--- config.mk ---
export PLATFORM = sky130hd
export DESIGN_NAME = rv_core
export DESIGN_NICKNAME = d
export VERILOG_FILES = /design/src/source/rv_pkg.sv /design/src/source/controller.sv /design/src/source/decode_stage.sv /design/src/source/execute_stage.sv /design/src/source/extend.sv /design/src/source/fetch_stage.sv /design/src/source/hazard_unit.sv /design/src/source/memory_stage.sv /design/src/source/regfile.sv /design/src/source/rv_core.sv
export SDC_FILE = /design/constraint.sdc
export NUM_CORES = 2
export LEC_CHECK = 0
export BUFFER_PORTS_ARGS = -buffer_cell sky130_fd_sc_hd__buf_4
export CORE_MARGIN = 1.5
export CORE_UTILIZATION = 60
export CTS_CLUSTER_DIAMETER = 50
export DETAILED_ROUTE_END_ITERATION = 16
export MAX_ROUTING_LAYER = met4
export PLACE_DENSITY_LB_ADDON = 0.2
export SYNTH_ARGS = -nofsm -noshare
export SYNTH_HDL_FRONTEND = slang
export SYNTH_SLANG_ARGS = --single-unit
--- constraint.sdc ---
create_clock -name i_clk -period 7.9 [get_ports i_clk]
set_input_delay 1.58 -clock i_clk [delete_from_list [all_inputs] [get_ports i_clk]]
set_output_delay 1.58 -clock i_clk [all_outputs]
set_load 0.02 [all_outputs]
--- src/source/rv_pkg.sv ---
// ####################
// Shared RV32I subset definitions
// Widths, opcodes, ALU, immediate and writeback codes
// Control, stage and Wishbone bus structs
// ####################
`default_nettype none

package rv_pkg;

    // ISA widths
    localparam int XLEN   = 32;
    localparam int REG_AW = 5;

    typedef logic [XLEN-1:0]   word_t;
    typedef logic [REG_AW-1:0] reg_addr_t;

    // Major opcodes of the supported subset
    localparam logic [6:0] OP_R   = 7'b0110011;
    localparam logic [6:0] OP_I   = 7'b0010011;
    localparam logic [6:0] OP_LW  = 7'b0000011;
    localparam logic [6:0] OP_SW  = 7'b0100011;
    localparam logic [6:0] OP_BEQ = 7'b1100011;
    localparam logic [6:0] OP_JAL = 7'b1101111;

    // addi x0, x0, 0
    localparam word_t NOP_INSTR = 32'h0000_0013;

    // Forward selects into execute
    localparam logic [1:0] FWD_REG = 2'b00;
    localparam logic [1:0] FWD_WB  = 2'b01;
    localparam logic [1:0] FWD_MEM = 2'b10;

    typedef enum logic [2:0] {
        ALU_ADD = 3'b000,
        ALU_SUB = 3'b001,
        ALU_AND = 3'b010,
        ALU_OR  = 3'b011,
        ALU_SLT = 3'b101
    } alu_op_e;

    typedef enum logic [1:0] {
        IMM_I = 2'b00,
        IMM_S = 2'b01,
        IMM_B = 2'b10,
        IMM_J = 2'b11
    } imm_src_e;

    typedef enum logic [1:0] {
        RES_ALU  = 2'b00,
        RES_LOAD = 2'b01,
        RES_PC4  = 2'b10
    } res_src_e;

    // Control bundle, all zero is a bubble
    typedef struct packed {
        logic     regwrite;
        res_src_e resultsrc;
        logic     memwrite;
        logic     memread;
        logic     jump;
        logic     branch;
        alu_op_e  aluctrl;
        logic     alusrc;
    } ctrl_t;

    // Register file write, also the trace bus
    typedef struct packed {
        logic      we;
        reg_addr_t rd;
        word_t     data;
    } reg_wr_t;

    // PC fields are zero-extended byte addresses
    typedef struct packed {
        ctrl_t     ctrl;
        word_t     rs1_data;
        word_t     rs2_data;
        word_t     imm;
        reg_addr_t rs1;
        reg_addr_t rs2;
        reg_addr_t rd;
        word_t     pc;
        word_t     pc4;
    } id_ex_t;

    typedef struct packed {
        ctrl_t     ctrl;
        word_t     alu_result;
        word_t     store_data;
        reg_addr_t rd;
        word_t     pc4;
    } ex_mem_t;

    // Wishbone classic, master to slave
    typedef struct packed {
        logic       cyc;
        logic       stb;
        logic       we;
        word_t      adr;
        word_t      dat;
        logic [3:0] sel;
    } wb_m2s_t;

    // Wishbone classic, slave to master
    typedef struct packed {
        logic  ack;
        word_t dat;
    } wb_s2m_t;

endpackage

`default_nettype wire

--- src/source/controller.sv ---
// ####################
// Main decoder and ALU decoder
// ####################
`default_nettype none

module controller (
    input  wire logic [6:0]   i_op,
    input  wire logic [2:0]   i_funct3,
    input  wire logic         i_funct7b5,
    output rv_pkg::ctrl_t     o_ctrl,
    output rv_pkg::imm_src_e  o_immsrc
);

    // ALU class: 00 add, 01 sub, 10 from funct3
    logic [1:0]      l_aluop;
    rv_pkg::ctrl_t   l_ctrl;
    rv_pkg::alu_op_e l_aluctrl;

    // Main decoder, unknown opcodes stay all zero
    always_comb begin
        l_ctrl   = '0;
        o_immsrc = rv_pkg::IMM_I;
        l_aluop  = 2'b00;
        case (i_op)
            rv_pkg::OP_R: begin
                l_ctrl.regwrite = 1'b1;
                l_aluop         = 2'b10;
            end
            rv_pkg::OP_I: begin
                l_ctrl.regwrite = 1'b1;
                l_ctrl.alusrc   = 1'b1;
                l_aluop         = 2'b10;
            end
            rv_pkg::OP_LW: begin
                l_ctrl.regwrite  = 1'b1;
                l_ctrl.resultsrc = rv_pkg::RES_LOAD;
                l_ctrl.memread   = 1'b1;
                l_ctrl.alusrc    = 1'b1;
            end
            rv_pkg::OP_SW: begin
                l_ctrl.memwrite = 1'b1;
                l_ctrl.alusrc   = 1'b1;
                o_immsrc        = rv_pkg::IMM_S;
            end
            rv_pkg::OP_BEQ: begin
                l_ctrl.branch = 1'b1;
                o_immsrc      = rv_pkg::IMM_B;
                l_aluop       = 2'b01;
            end
            rv_pkg::OP_JAL: begin
                l_ctrl.regwrite  = 1'b1;
                l_ctrl.resultsrc = rv_pkg::RES_PC4;
                l_ctrl.jump      = 1'b1;
                o_immsrc         = rv_pkg::IMM_J;
            end
            default: begin
            end
        endcase
    end

    // ALU decoder, funct7 bit 5 only splits add and sub on R-type
    always_comb begin
        case (l_aluop)
            2'b00: l_aluctrl = rv_pkg::ALU_ADD;
            2'b01: l_aluctrl = rv_pkg::ALU_SUB;
            default: begin
                case (i_funct3)
                    3'b000: begin
                        if ((i_op == rv_pkg::OP_R) && i_funct7b5) begin
                            l_aluctrl = rv_pkg::ALU_SUB;
                        end else begin
                            l_aluctrl = rv_pkg::ALU_ADD;
                        end
                    end
                    3'b010:  l_aluctrl = rv_pkg::ALU_SLT;
                    3'b110:  l_aluctrl = rv_pkg::ALU_OR;
                    3'b111:  l_aluctrl = rv_pkg::ALU_AND;
                    default: l_aluctrl = rv_pkg::ALU_ADD;
                endcase
            end
        endcase
    end

    always_comb begin
        o_ctrl         = l_ctrl;
        o_ctrl.aluctrl = l_aluctrl;
    end

endmodule

`default_nettype wire

--- src/source/decode_stage.sv ---
// ####################
// Decode stage
// Field extraction, controller, register file, extender
// ID/EX register with stall and flush
// ####################
`default_nettype none

module decode_stage #(
    parameter int PC_WIDTH = 10
) (
    input  wire logic                i_clk,
    input  wire logic                i_rst_n,
    input  wire logic                i_stall,
    input  wire logic                i_flush_e,
    input  wire rv_pkg::word_t       i_instr_d,
    input  wire logic [PC_WIDTH-1:0] i_pc_d,
    input  wire logic [PC_WIDTH-1:0] i_pc4_d,
    input  wire rv_pkg::reg_wr_t     i_wr,
    output rv_pkg::id_ex_t           o_id_ex,
    output rv_pkg::reg_addr_t        o_rs1_addr_d,
    output rv_pkg::reg_addr_t        o_rs2_addr_d
);

    rv_pkg::reg_addr_t l_rd;
    rv_pkg::ctrl_t     l_ctrl;
    rv_pkg::imm_src_e  l_immsrc;
    rv_pkg::word_t     l_rs1_data;
    rv_pkg::word_t     l_rs2_data;
    rv_pkg::word_t     l_immext;
    rv_pkg::id_ex_t    l_next;

    // Register fields, rs addresses also go to load-use detection
    assign o_rs1_addr_d = i_instr_d[19:15];
    assign o_rs2_addr_d = i_instr_d[24:20];
    assign l_rd         = i_instr_d[11:7];

    controller u_controller (
        .i_op       (i_instr_d[6:0]),
        .i_funct3   (i_instr_d[14:12]),
        .i_funct7b5 (i_instr_d[30]),
        .o_ctrl     (l_ctrl),
        .o_immsrc   (l_immsrc)
    );

    regfile u_regfile (
        .i_clk      (i_clk),
        .i_rst_n    (i_rst_n),
        .i_wr       (i_wr),
        .i_rs1_addr (o_rs1_addr_d),
        .i_rs2_addr (o_rs2_addr_d),
        .o_rs1_data (l_rs1_data),
        .o_rs2_data (l_rs2_data)
    );

    extend u_extend (
        .i_instr  (i_instr_d[31:7]),
        .i_immsrc (l_immsrc),
        .o_immext (l_immext)
    );

    // Next ID/EX contents
    always_comb begin
        l_next.ctrl          = l_ctrl;
        // Writes to x0 are dropped here, never reach writeback
        l_next.ctrl.regwrite = l_ctrl.regwrite & (l_rd != '0);
        l_next.rs1_data      = l_rs1_data;
        l_next.rs2_data      = l_rs2_data;
        l_next.imm           = l_immext;
        l_next.rs1           = o_rs1_addr_d;
        l_next.rs2           = o_rs2_addr_d;
        l_next.rd            = l_rd;
        l_next.pc            = rv_pkg::word_t'(i_pc_d);
        l_next.pc4           = rv_pkg::word_t'(i_pc4_d);
    end

    // Memory stall holds execute, so it beats flush
    always_ff @(posedge i_clk or negedge i_rst_n) begin
        if (!i_rst_n) begin
            o_id_ex <= '0;
        end else if (!i_stall) begin
            if (i_flush_e) begin
                o_id_ex <= '0;
            end else begin
                o_id_ex <= l_next;
            end
        end
    end

endmodule

`default_nettype wire

--- src/source/execute_stage.sv ---
// ####################
// Execute stage
// Forward muxes, ALU, branch decision, target adder, EX/MEM
// ####################
`default_nettype none

module execute_stage #(
    parameter int PC_WIDTH = 10
) (
    input  wire logic              i_clk,
    input  wire logic              i_rst_n,
    input  wire logic              i_stall,
    input  wire rv_pkg::id_ex_t    i_id_ex,
    input  wire logic [1:0]        i_fwd_a,
    input  wire logic [1:0]        i_fwd_b,
    input  wire rv_pkg::word_t     i_fwd_mem,
    input  wire rv_pkg::word_t     i_fwd_wb,
    output rv_pkg::ex_mem_t        o_ex_mem,
    output logic                   o_pcsrc,
    output logic [PC_WIDTH-1:0]    o_target
);

    rv_pkg::word_t l_op_a;
    rv_pkg::word_t l_op_b;
    rv_pkg::word_t l_hold_a;
    rv_pkg::word_t l_hold_b;
    logic          l_hold_vld;
    rv_pkg::word_t l_alu_b;
    rv_pkg::word_t l_alu;
    logic          l_lt;
    logic          l_zero;

    function automatic rv_pkg::word_t fwd_mux(input logic [1:0] sel,
                                              input rv_pkg::word_t reg_val,
                                              input rv_pkg::word_t mem_val,
                                              input rv_pkg::word_t wb_val);
        case (sel)
            rv_pkg::FWD_MEM: return mem_val;
            rv_pkg::FWD_WB:  return wb_val;
            default:         return reg_val;
        endcase
    endfunction

    // Writeback drains during a memory wait
    // Operands captured on the first stalled cycle are reused until release
    always_comb begin
        if (l_hold_vld) begin
            l_op_a = l_hold_a;
            l_op_b = l_hold_b;
        end else begin
            l_op_a = fwd_mux(i_fwd_a, i_id_ex.rs1_data, i_fwd_mem, i_fwd_wb);
            l_op_b = fwd_mux(i_fwd_b, i_id_ex.rs2_data, i_fwd_mem, i_fwd_wb);
        end
    end

    always_ff @(posedge i_clk or negedge i_rst_n) begin
        if (!i_rst_n) begin
            l_hold_vld <= 1'b0;
        end else begin
            l_hold_vld <= i_stall;
        end
    end

    always_ff @(posedge i_clk) begin
        l_hold_a <= l_op_a;
        l_hold_b <= l_op_b;
    end

    // ALU
    assign l_alu_b = i_id_ex.ctrl.alusrc ? i_id_ex.imm : l_op_b;
    assign l_lt    = $signed(l_op_a) < $signed(l_alu_b);

    always_comb begin
        case (i_id_ex.ctrl.aluctrl)
            rv_pkg::ALU_SUB: l_alu = l_op_a - l_alu_b;
            rv_pkg::ALU_AND: l_alu = l_op_a & l_alu_b;
            rv_pkg::ALU_OR:  l_alu = l_op_a | l_alu_b;
            rv_pkg::ALU_SLT: l_alu = {{(rv_pkg::XLEN-1){1'b0}}, l_lt};
            default:         l_alu = l_op_a + l_alu_b;
        endcase
    end

    // Taken beq or any jal redirects fetch
    assign l_zero   = (l_alu == '0);
    assign o_pcsrc  = (i_id_ex.ctrl.branch & l_zero) | i_id_ex.ctrl.jump;
    assign o_target = i_id_ex.pc[PC_WIDTH-1:0] + i_id_ex.imm[PC_WIDTH-1:0];

    // EX/MEM register, holds while memory waits
    always_ff @(posedge i_clk or negedge i_rst_n) begin
        if (!i_rst_n) begin
            o_ex_mem <= '0;
        end else if (!i_stall) begin
            o_ex_mem.ctrl       <= i_id_ex.ctrl;
            o_ex_mem.alu_result <= l_alu;
            o_ex_mem.store_data <= l_op_b;
            o_ex_mem.rd         <= i_id_ex.rd;
            o_ex_mem.pc4        <= i_id_ex.pc4;
        end
    end

endmodule

`default_nettype wire

--- src/source/extend.sv ---
// ####################
// Immediate extender, I S B J forms
// ####################
`default_nettype none

module extend (
    input  wire logic [31:7]        i_instr,
    input  wire rv_pkg::imm_src_e   i_immsrc,
    output rv_pkg::word_t           o_immext
);

    // Sign bit is always instruction bit 31
    always_comb begin
        case (i_immsrc)
            rv_pkg::IMM_S: o_immext = {{20{i_instr[31]}}, i_instr[31:25], i_instr[11:7]};
            rv_pkg::IMM_B: o_immext = {{20{i_instr[31]}}, i_instr[7], i_instr[30:25],
                                       i_instr[11:8], 1'b0};
            rv_pkg::IMM_J: o_immext = {{12{i_instr[31]}}, i_instr[19:12], i_instr[20],
                                       i_instr[30:21], 1'b0};
            default:       o_immext = {{20{i_instr[31]}}, i_instr[31:20]};
        endcase
    end

endmodule

`default_nettype wire

--- src/source/fetch_stage.sv ---
// ####################
// Fetch stage
// Program counter with stall and redirect, IF/ID register
// ####################
`default_nettype none

module fetch_stage #(
    parameter int PC_WIDTH = 10
) (
    input  wire logic                i_clk,
    input  wire logic                i_rst_n,
    input  wire logic                i_stall,
    input  wire logic                i_flush,
    input  wire logic                i_pcsrc,
    input  wire logic [PC_WIDTH-1:0] i_target,
    input  wire rv_pkg::word_t       i_instr,
    output logic [PC_WIDTH-1:0]      o_pc,
    output rv_pkg::word_t            o_instr_d,
    output logic [PC_WIDTH-1:0]      o_pc_d,
    output logic [PC_WIDTH-1:0]      o_pc4_d
);

    localparam logic [PC_WIDTH-1:0] PC_STEP = PC_WIDTH'(4);

    logic [PC_WIDTH-1:0] l_pc4;

    assign l_pc4 = o_pc + PC_STEP;

    // Taken redirect beats a stall
    always_ff @(posedge i_clk or negedge i_rst_n) begin
        if (!i_rst_n) begin
            o_pc <= '0;
        end else if (i_pcsrc) begin
            o_pc <= i_target;
        end else if (!i_stall) begin
            o_pc <= l_pc4;
        end
    end

    // IF/ID register, flush inserts a nop
    always_ff @(posedge i_clk or negedge i_rst_n) begin
        if (!i_rst_n) begin
            o_instr_d <= rv_pkg::NOP_INSTR;
            o_pc_d    <= '0;
            o_pc4_d   <= '0;
        end else if (i_flush) begin
            o_instr_d <= rv_pkg::NOP_INSTR;
        end else if (!i_stall) begin
            o_instr_d <= i_instr;
            o_pc_d    <= o_pc;
            o_pc4_d   <= l_pc4;
        end
    end

endmodule

`default_nettype wire

--- src/source/hazard_unit.sv ---
// ####################
// Hazard unit
// Forward selects, load-use and memory stalls, flushes
// ####################
`default_nettype none

module hazard_unit (
    input  wire rv_pkg::reg_addr_t i_rs1_d,
    input  wire rv_pkg::reg_addr_t i_rs2_d,
    input  wire rv_pkg::reg_addr_t i_rs1_e,
    input  wire rv_pkg::reg_addr_t i_rs2_e,
    input  wire rv_pkg::reg_addr_t i_rd_e,
    input  wire logic              i_memread_e,
    input  wire rv_pkg::reg_addr_t i_rd_m,
    input  wire logic              i_regwrite_m,
    input  wire logic              i_wait_m,
    input  wire rv_pkg::reg_wr_t   i_wr_w,
    input  wire logic              i_pcsrc_e,
    output logic [1:0]             o_fwd_a,
    output logic [1:0]             o_fwd_b,
    output logic                   o_stall_fd,
    output logic                   o_stall_all,
    output logic                   o_flush_d,
    output logic                   o_flush_e
);

    logic l_lwstall;

    // Memory beats writeback, x0 never forwards
    function automatic logic [1:0] fwd_sel(input rv_pkg::reg_addr_t rs);
        if (i_regwrite_m && (i_rd_m != '0) && (i_rd_m == rs)) begin
            return rv_pkg::FWD_MEM;
        end else if (i_wr_w.we && (i_wr_w.rd != '0) && (i_wr_w.rd == rs)) begin
            return rv_pkg::FWD_WB;
        end
        return rv_pkg::FWD_REG;
    endfunction

    always_comb begin
        o_fwd_a = fwd_sel(i_rs1_e);
        o_fwd_b = fwd_sel(i_rs2_e);
    end

    // Load in execute feeding the instruction in decode
    assign l_lwstall = i_memread_e & (i_rd_e != '0) &
                       ((i_rd_e == i_rs1_d) | (i_rd_e == i_rs2_d));

    assign o_stall_fd  = l_lwstall | i_wait_m;
    assign o_stall_all = i_wait_m;
    assign o_flush_d   = i_pcsrc_e;
    assign o_flush_e   = i_pcsrc_e | l_lwstall;

endmodule

`default_nettype wire

--- src/source/memory_stage.sv ---
// ####################
// Memory stage
// Wishbone classic master, wait request, MEM/WB register
// ####################
`default_nettype none

module memory_stage (
    input  wire logic             i_clk,
    input  wire logic             i_rst_n,
    input  wire rv_pkg::ex_mem_t  i_ex_mem,
    output rv_pkg::wb_m2s_t       o_wb,
    input  wire rv_pkg::wb_s2m_t  i_wb,
    output logic                  o_wait,
    output rv_pkg::word_t         o_fwd_data,
    output rv_pkg::reg_wr_t       o_mem_wr
);

    logic          l_access;
    rv_pkg::word_t l_result;

    assign l_access = i_ex_mem.ctrl.memread | i_ex_mem.ctrl.memwrite;

    // Request straight from EX/MEM, held there until ack
    always_comb begin
        o_wb.cyc = l_access;
        o_wb.stb = l_access;
        o_wb.we  = i_ex_mem.ctrl.memwrite;
        o_wb.adr = i_ex_mem.alu_result;
        o_wb.dat = i_ex_mem.store_data;
        // Word accesses only
        o_wb.sel = 4'hF;
    end

    assign o_wait = l_access & ~i_wb.ack;

    // Loads never forward from here, load-use stall covers them
    assign o_fwd_data = (i_ex_mem.ctrl.resultsrc == rv_pkg::RES_PC4) ?
                        i_ex_mem.pc4 : i_ex_mem.alu_result;

    // Writeback select
    always_comb begin
        case (i_ex_mem.ctrl.resultsrc)
            rv_pkg::RES_LOAD: l_result = i_wb.dat;
            rv_pkg::RES_PC4:  l_result = i_ex_mem.pc4;
            default:          l_result = i_ex_mem.alu_result;
        endcase
    end

    // MEM/WB register, bubble on every waiting cycle
    always_ff @(posedge i_clk or negedge i_rst_n) begin
        if (!i_rst_n) begin
            o_mem_wr <= '0;
        end else if (o_wait) begin
            o_mem_wr <= '0;
        end else begin
            o_mem_wr.we   <= i_ex_mem.ctrl.regwrite;
            o_mem_wr.rd   <= i_ex_mem.rd;
            o_mem_wr.data <= l_result;
        end
    end

endmodule

`default_nettype wire

--- src/source/regfile.sv ---
// ####################
// Register file, x0 fixed at zero
// Write-through reads
// ####################
`default_nettype none

module regfile (
    input  wire logic              i_clk,
    input  wire logic              i_rst_n,
    input  wire rv_pkg::reg_wr_t   i_wr,
    input  wire rv_pkg::reg_addr_t i_rs1_addr,
    input  wire rv_pkg::reg_addr_t i_rs2_addr,
    output rv_pkg::word_t          o_rs1_data,
    output rv_pkg::word_t          o_rs2_data
);

    rv_pkg::word_t l_regs [32];
    logic          l_wen;

    // Entry 0 is never written
    assign l_wen = i_wr.we & (i_wr.rd != '0);

    // Bypass a same-cycle write so decode sees the new value
    function automatic rv_pkg::word_t read_port(input rv_pkg::reg_addr_t addr);
        if (addr == '0) begin
            return '0;
        end else if (l_wen && (addr == i_wr.rd)) begin
            return i_wr.data;
        end
        return l_regs[addr];
    endfunction

    always_ff @(posedge i_clk or negedge i_rst_n) begin
        if (!i_rst_n) begin
            for (int i = 0; i < 32; i++) begin
                l_regs[i] <= '0;
            end
        end else if (l_wen) begin
            l_regs[i_wr.rd] <= i_wr.data;
        end
    end

    always_comb begin
        o_rs1_data = read_port(i_rs1_addr);
        o_rs2_data = read_port(i_rs2_addr);
    end

endmodule

`default_nettype wire

--- src/source/rv_core.sv ---
// ####################
// Five-stage RV32I subset core
// Stage chain and hazard unit
// ####################
`default_nettype none

module rv_core #(
    parameter int PC_WIDTH = 10
) (
    input  wire logic             i_clk,
    input  wire logic             i_rst_n,
    output logic [PC_WIDTH-1:0]   o_imem_addr,
    input  wire rv_pkg::word_t    i_imem_data,
    output rv_pkg::wb_m2s_t       o_wb,
    input  wire rv_pkg::wb_s2m_t  i_wb,
    output rv_pkg::reg_wr_t       o_reg_wr
);

    // IF/ID
    rv_pkg::word_t       l_instr_d;
    logic [PC_WIDTH-1:0] l_pc_d;
    logic [PC_WIDTH-1:0] l_pc4_d;
    // Decode and execute
    rv_pkg::id_ex_t      l_id_ex;
    rv_pkg::reg_addr_t   l_rs1_d;
    rv_pkg::reg_addr_t   l_rs2_d;
    rv_pkg::ex_mem_t     l_ex_mem;
    logic                l_pcsrc;
    logic [PC_WIDTH-1:0] l_target;
    // Memory
    logic                l_wait;
    rv_pkg::word_t       l_fwd_mem;
    // Hazard controls
    logic [1:0]          l_fwd_a;
    logic [1:0]          l_fwd_b;
    logic                l_stall_fd;
    logic                l_stall_all;
    logic                l_flush_d;
    logic                l_flush_e;

    fetch_stage #(
        .PC_WIDTH (PC_WIDTH)
    ) u_fetch (
        .i_clk     (i_clk),
        .i_rst_n   (i_rst_n),
        .i_stall   (l_stall_fd),
        .i_flush   (l_flush_d),
        .i_pcsrc   (l_pcsrc),
        .i_target  (l_target),
        .i_instr   (i_imem_data),
        .o_pc      (o_imem_addr),
        .o_instr_d (l_instr_d),
        .o_pc_d    (l_pc_d),
        .o_pc4_d   (l_pc4_d)
    );

    // Writeback bus feeds the register file and the trace port
    decode_stage #(
        .PC_WIDTH (PC_WIDTH)
    ) u_decode (
        .i_clk        (i_clk),
        .i_rst_n      (i_rst_n),
        .i_stall      (l_stall_all),
        .i_flush_e    (l_flush_e),
        .i_instr_d    (l_instr_d),
        .i_pc_d       (l_pc_d),
        .i_pc4_d      (l_pc4_d),
        .i_wr         (o_reg_wr),
        .o_id_ex      (l_id_ex),
        .o_rs1_addr_d (l_rs1_d),
        .o_rs2_addr_d (l_rs2_d)
    );

    execute_stage #(
        .PC_WIDTH (PC_WIDTH)
    ) u_execute (
        .i_clk     (i_clk),
        .i_rst_n   (i_rst_n),
        .i_stall   (l_stall_all),
        .i_id_ex   (l_id_ex),
        .i_fwd_a   (l_fwd_a),
        .i_fwd_b   (l_fwd_b),
        .i_fwd_mem (l_fwd_mem),
        .i_fwd_wb  (o_reg_wr.data),
        .o_ex_mem  (l_ex_mem),
        .o_pcsrc   (l_pcsrc),
        .o_target  (l_target)
    );

    memory_stage u_memory (
        .i_clk      (i_clk),
        .i_rst_n    (i_rst_n),
        .i_ex_mem   (l_ex_mem),
        .o_wb       (o_wb),
        .i_wb       (i_wb),
        .o_wait     (l_wait),
        .o_fwd_data (l_fwd_mem),
        .o_mem_wr   (o_reg_wr)
    );

    hazard_unit u_hazard (
        .i_rs1_d      (l_rs1_d),
        .i_rs2_d      (l_rs2_d),
        .i_rs1_e      (l_id_ex.rs1),
        .i_rs2_e      (l_id_ex.rs2),
        .i_rd_e       (l_id_ex.rd),
        .i_memread_e  (l_id_ex.ctrl.memread),
        .i_rd_m       (l_ex_mem.rd),
        .i_regwrite_m (l_ex_mem.ctrl.regwrite),
        .i_wait_m     (l_wait),
        .i_wr_w       (o_reg_wr),
        .i_pcsrc_e    (l_pcsrc),
        .o_fwd_a      (l_fwd_a),
        .o_fwd_b      (l_fwd_b),
        .o_stall_fd   (l_stall_fd),
        .o_stall_all  (l_stall_all),
        .o_flush_d    (l_flush_d),
        .o_flush_e    (l_flush_e)
    );

endmodule

`default_nettype wire

==> results.md <==
* DRT Pass-1 Iters at 6
* DRC errors left at 0
* CTS Buffer Depth at 3
* Pwr Total at roughly 17 mW
* Max_cap viols at 0
* Hold_buf cts at 0
* Comb power frac at 0.089
* Status: completed
* Register area share after synthesis at 0.448
* Slew Limit Headroom at 0.208
* Worst slew pin tran at between 1 and 1.5 ns
* Met1 Track Usage GR at 0.538
* Global-route wire length before repair at 375 mm
* Clk_lat worst skew at about 0.80 ns
* Minimum clock period at around 7.4 ns
* DPL Wire Length at about 160 mm
* Sw frac at 0.256
* Top post-synthesis cells by area: dfrtp_1 43%, mux4_2 19%, mux2_2 14%
* Area leader, netlist: dfrtp_1
* Post-Layout Cell Count at about 8000
* Met2 GRT Util at 0.614
* Max-slew violation count at 0
* Sequential share of power at 0.454
* CTS tree: done
* Synthesized area at 77500 µm²
* Post-synth EDFFs at 0
* CP Class: register to register
* Clk sinks at 1399
* WL/cell at about 33 µm
* Reg2reg path depth at 30
* Synthesized instance count at 5930
* Fin. Hold Viols at 0
* Via density at slightly below 7
* Crit-path max cell delay at between 0.5 and 0.6 ns
* Initial DRC Count at 6669
* CTS buffer count at between 150 and 200
* Grt ovf at 0
* RSZ-0062 raised after global routing: no
* Power share of the clock group at 0.458
* Most frequent cells in the layout: 1320 x dfrtp_1, 998 x mux2_2, 640 x mux4_2
* Most common cell on crit path: buf_4
* NumNets Final at approximately 6200
* Final wirelength at around 260 mm
* Post-Route Setup TNS at 0 ns
* Hold Path End: u_decode.u_regfile.l_regs[1010]
* Asr flop ratio synth at 0.954
* Input/output buffers at between 150 and 200
* Register bit total from synthesis at around 1400
* Top-area cell type share of the netlist area at 0.430
* Hold_sp: u_decode.u_regfile.l_regs[1010]
* Final ANT Viol Nets at 0
* Final Setup Violations at 0
* Crit Path Max Fanout at 40
* Top FF cell, synth: dfrtp_1
* Minimum hold slack at slightly below 0.4 ns
* Die Wd at around 360 µm
* Via Count at about 54000
* Total GRT Usage at 0.405
* Startpoint Class: register
* Initial antenna violation count at 10
* Reg2reg setup slack at about 0.47 ns
* Distinct cells, synth at 103
* Core Util, Final at 0.679
* Worst r2r src: u_decode.o_id_ex[75]
* Die Span Y at between 300 and 400 µm
* Inst Count DP at 7470
* Fmax at 135 MHz
* Cell depth of the worst hold path at 0
* Leading cell type in the layout, fill and taps excluded: dfrtp_1
* Psw at 4.30 mW
* Row count at about 130
* Synth warn at 0
* Area grow syn2layout at 12.0%
* Final Cycle Share at 0.941
* Leak Pwr at between 40 and 50 nW
* Largest net degree at the start of global routing at about 190
* Die area at 131000 µm²
* Peak VDD IR at between 0.0002 and 0.00025 V
* Clock Skew at about 0.026 ns
* Worst-path clk slew at 0.06 ns
* Clock root buffer: clkbuf_16
* Fraction of layout cells with a size suffix above 1 at 0.412
* Number of global-route vias before repair at between 50000 and 60000
* Critical R2R Capture: u_decode.o_id_ex[114]
* I/O pin total at approximately 190
* CP max stage cell: nor3_2
* Internal power at between 10 and 15 mW
* Worst Path Required at 8.57 ns
* WP data arrival at 8.11 ns
* Starting Density at 0.606
* Setup crit end kind: register
* Routing usage on met3 at 0.0811
* Pwr/cell area at 194 nW/µm²
* CORE AREA at ~130000 µm²
* RD Place Congestion at around 1.1
* Hold/Removal Path Class: register to register
* Mapped Avg Cell Area at between 10 and 15 µm²
* H-Tree Depth at 4
* Most Used Layer, Global Route: met2
==> power groups by stage <==
| stage | clock [mW] | combinational, mW | sequential, mW |
|---|---|---|---|
| 2_1_floorplan | 0 | 0.930 | 7.65 |
| 3_3_place_gp | 0 | 1.47 | 7.76 |
| 3_5_place_dp | 0 | 1.49 | 7.76 |
| 4_1_cts | 7.77 | 1.50 | 7.63 |
| 5_1_grt | 8.06 | 1.61 | 7.65 |
| 6_report | 7.71 | 1.49 | 7.64 |
==> Yosys cell counts (24+ instances only) <==
cell type and count:
inv_1 138, nor2b_1 41, a21oi_1 173, mux4_2 640
mux2_2 998, dfxtp_1 64, a22oi_1 36, clkbuf_1 471
nor2_1 326, a211oi_1 37, xor2_1 24, dfrtp_1 1332
a22o_1 59, xnor2_1 60, mux2i_1 180, a32o_1 70
nand2b_1 24, nand3_1 29, nand2_1 303, ha_1 123
a21o_1 24, buf_4 74, o21ai_0 233, buf_1 57
nor3_1 72
==> cell families after synthesis <==
kind of cell	count (synthesis)	synth area share
other cells	1	0.0000484
compound gates	810	0.0718
simple gates	915	0.0533
mux	1829	0.356
buf+inv	768	0.0414
fa+ha+maj	124	0.0201
xor+xnor	84	0.00949
flops	1399	0.448
==> worst max-delay path by stage <==
stage                                startpoint                     to  slack, ns  cells after the start
after CTS                 u_memory.o_mem_wr[36]  u_decode.o_id_ex[149]       0.26                     29
after detailed placement  u_memory.o_mem_wr[36]  u_decode.o_id_ex[154]       0.28                     29
after global routing      u_memory.o_mem_wr[36]  u_decode.o_id_ex[154]       0.07                     31
after floorplan           u_memory.o_mem_wr[33]     u_fetch.o_pc4_d[0]       1.54                     26
after global placement     u_decode.o_id_ex[75]  u_decode.o_id_ex[125]       0.32                     28
final                      u_decode.o_id_ex[75]  u_decode.o_id_ex[114]       0.47                     30
==> per-layer routing <==
| layer | vias up | part of all wire |
|---|---|---|
| met5 | - | 0 |
| met4 | 0 | 0.046 |
| met3 | 594 | 0.085 |
| met2 | 2679 | 0.47 |
| met1 | 28400 | 0.40 |
| li1 | 22200 | - |
==> sequential cells by signal, indices dropped and copies added (netlist names), 10 cells and up <==
name and cells:
u_decode.u_regfile.l_regs 1024, u_decode.o_id_ex 128, u_memory.o_mem_wr 38, u_fetch.o_instr_d 32
u_execute.o_ex_mem 84, u_execute.l_hold_b 32, u_fetch.o_pc 10, u_execute.l_hold_a 32
u_fetch.o_pc4_d 10
==> area by class of cell <==
type,count,area (µm²)
antenna,6,15.0
clock buffer,227,4660
clock inverter,65,805
fill,9072,41000
inverter,141,537
multi-input combinational,3766,39900
sequential,1399,34700
tap,1662,2080
timing repair buffer,503,4100
==> worst max-delay path, delay by kind of cell, from the launching register on <==
family                   cells  cell delay, ns
AO/OA/AOI/OAI               10            2.03
XOR/XNOR                     2            0.34
adder cells (fa/ha/maj)      2            0.45
buffers and inverters        8            1.33
flip-flops                   1            0.41
multiplexers                 1            0.42
AND/OR/NAND/NOR              7            2.29
==> timing repair <==
item                                    CTS  global route
buffers inserted                          0             1
resized for setup                         0             1
endpoints found under the setup margin    0           184
==> per-stage QoR <==
step | area [µm²] | worst slack [ns]
final | 86800 | 0.465
after global routing | 86800 | 0.0687
after CTS | 86800 | 0.265
after detailed placement | 81300 | 0.280
after global placement | 81300 | 0.323
after floorplan | 77500 | 1.54
No activity file was read; power rests on OpenSTA's default activity.
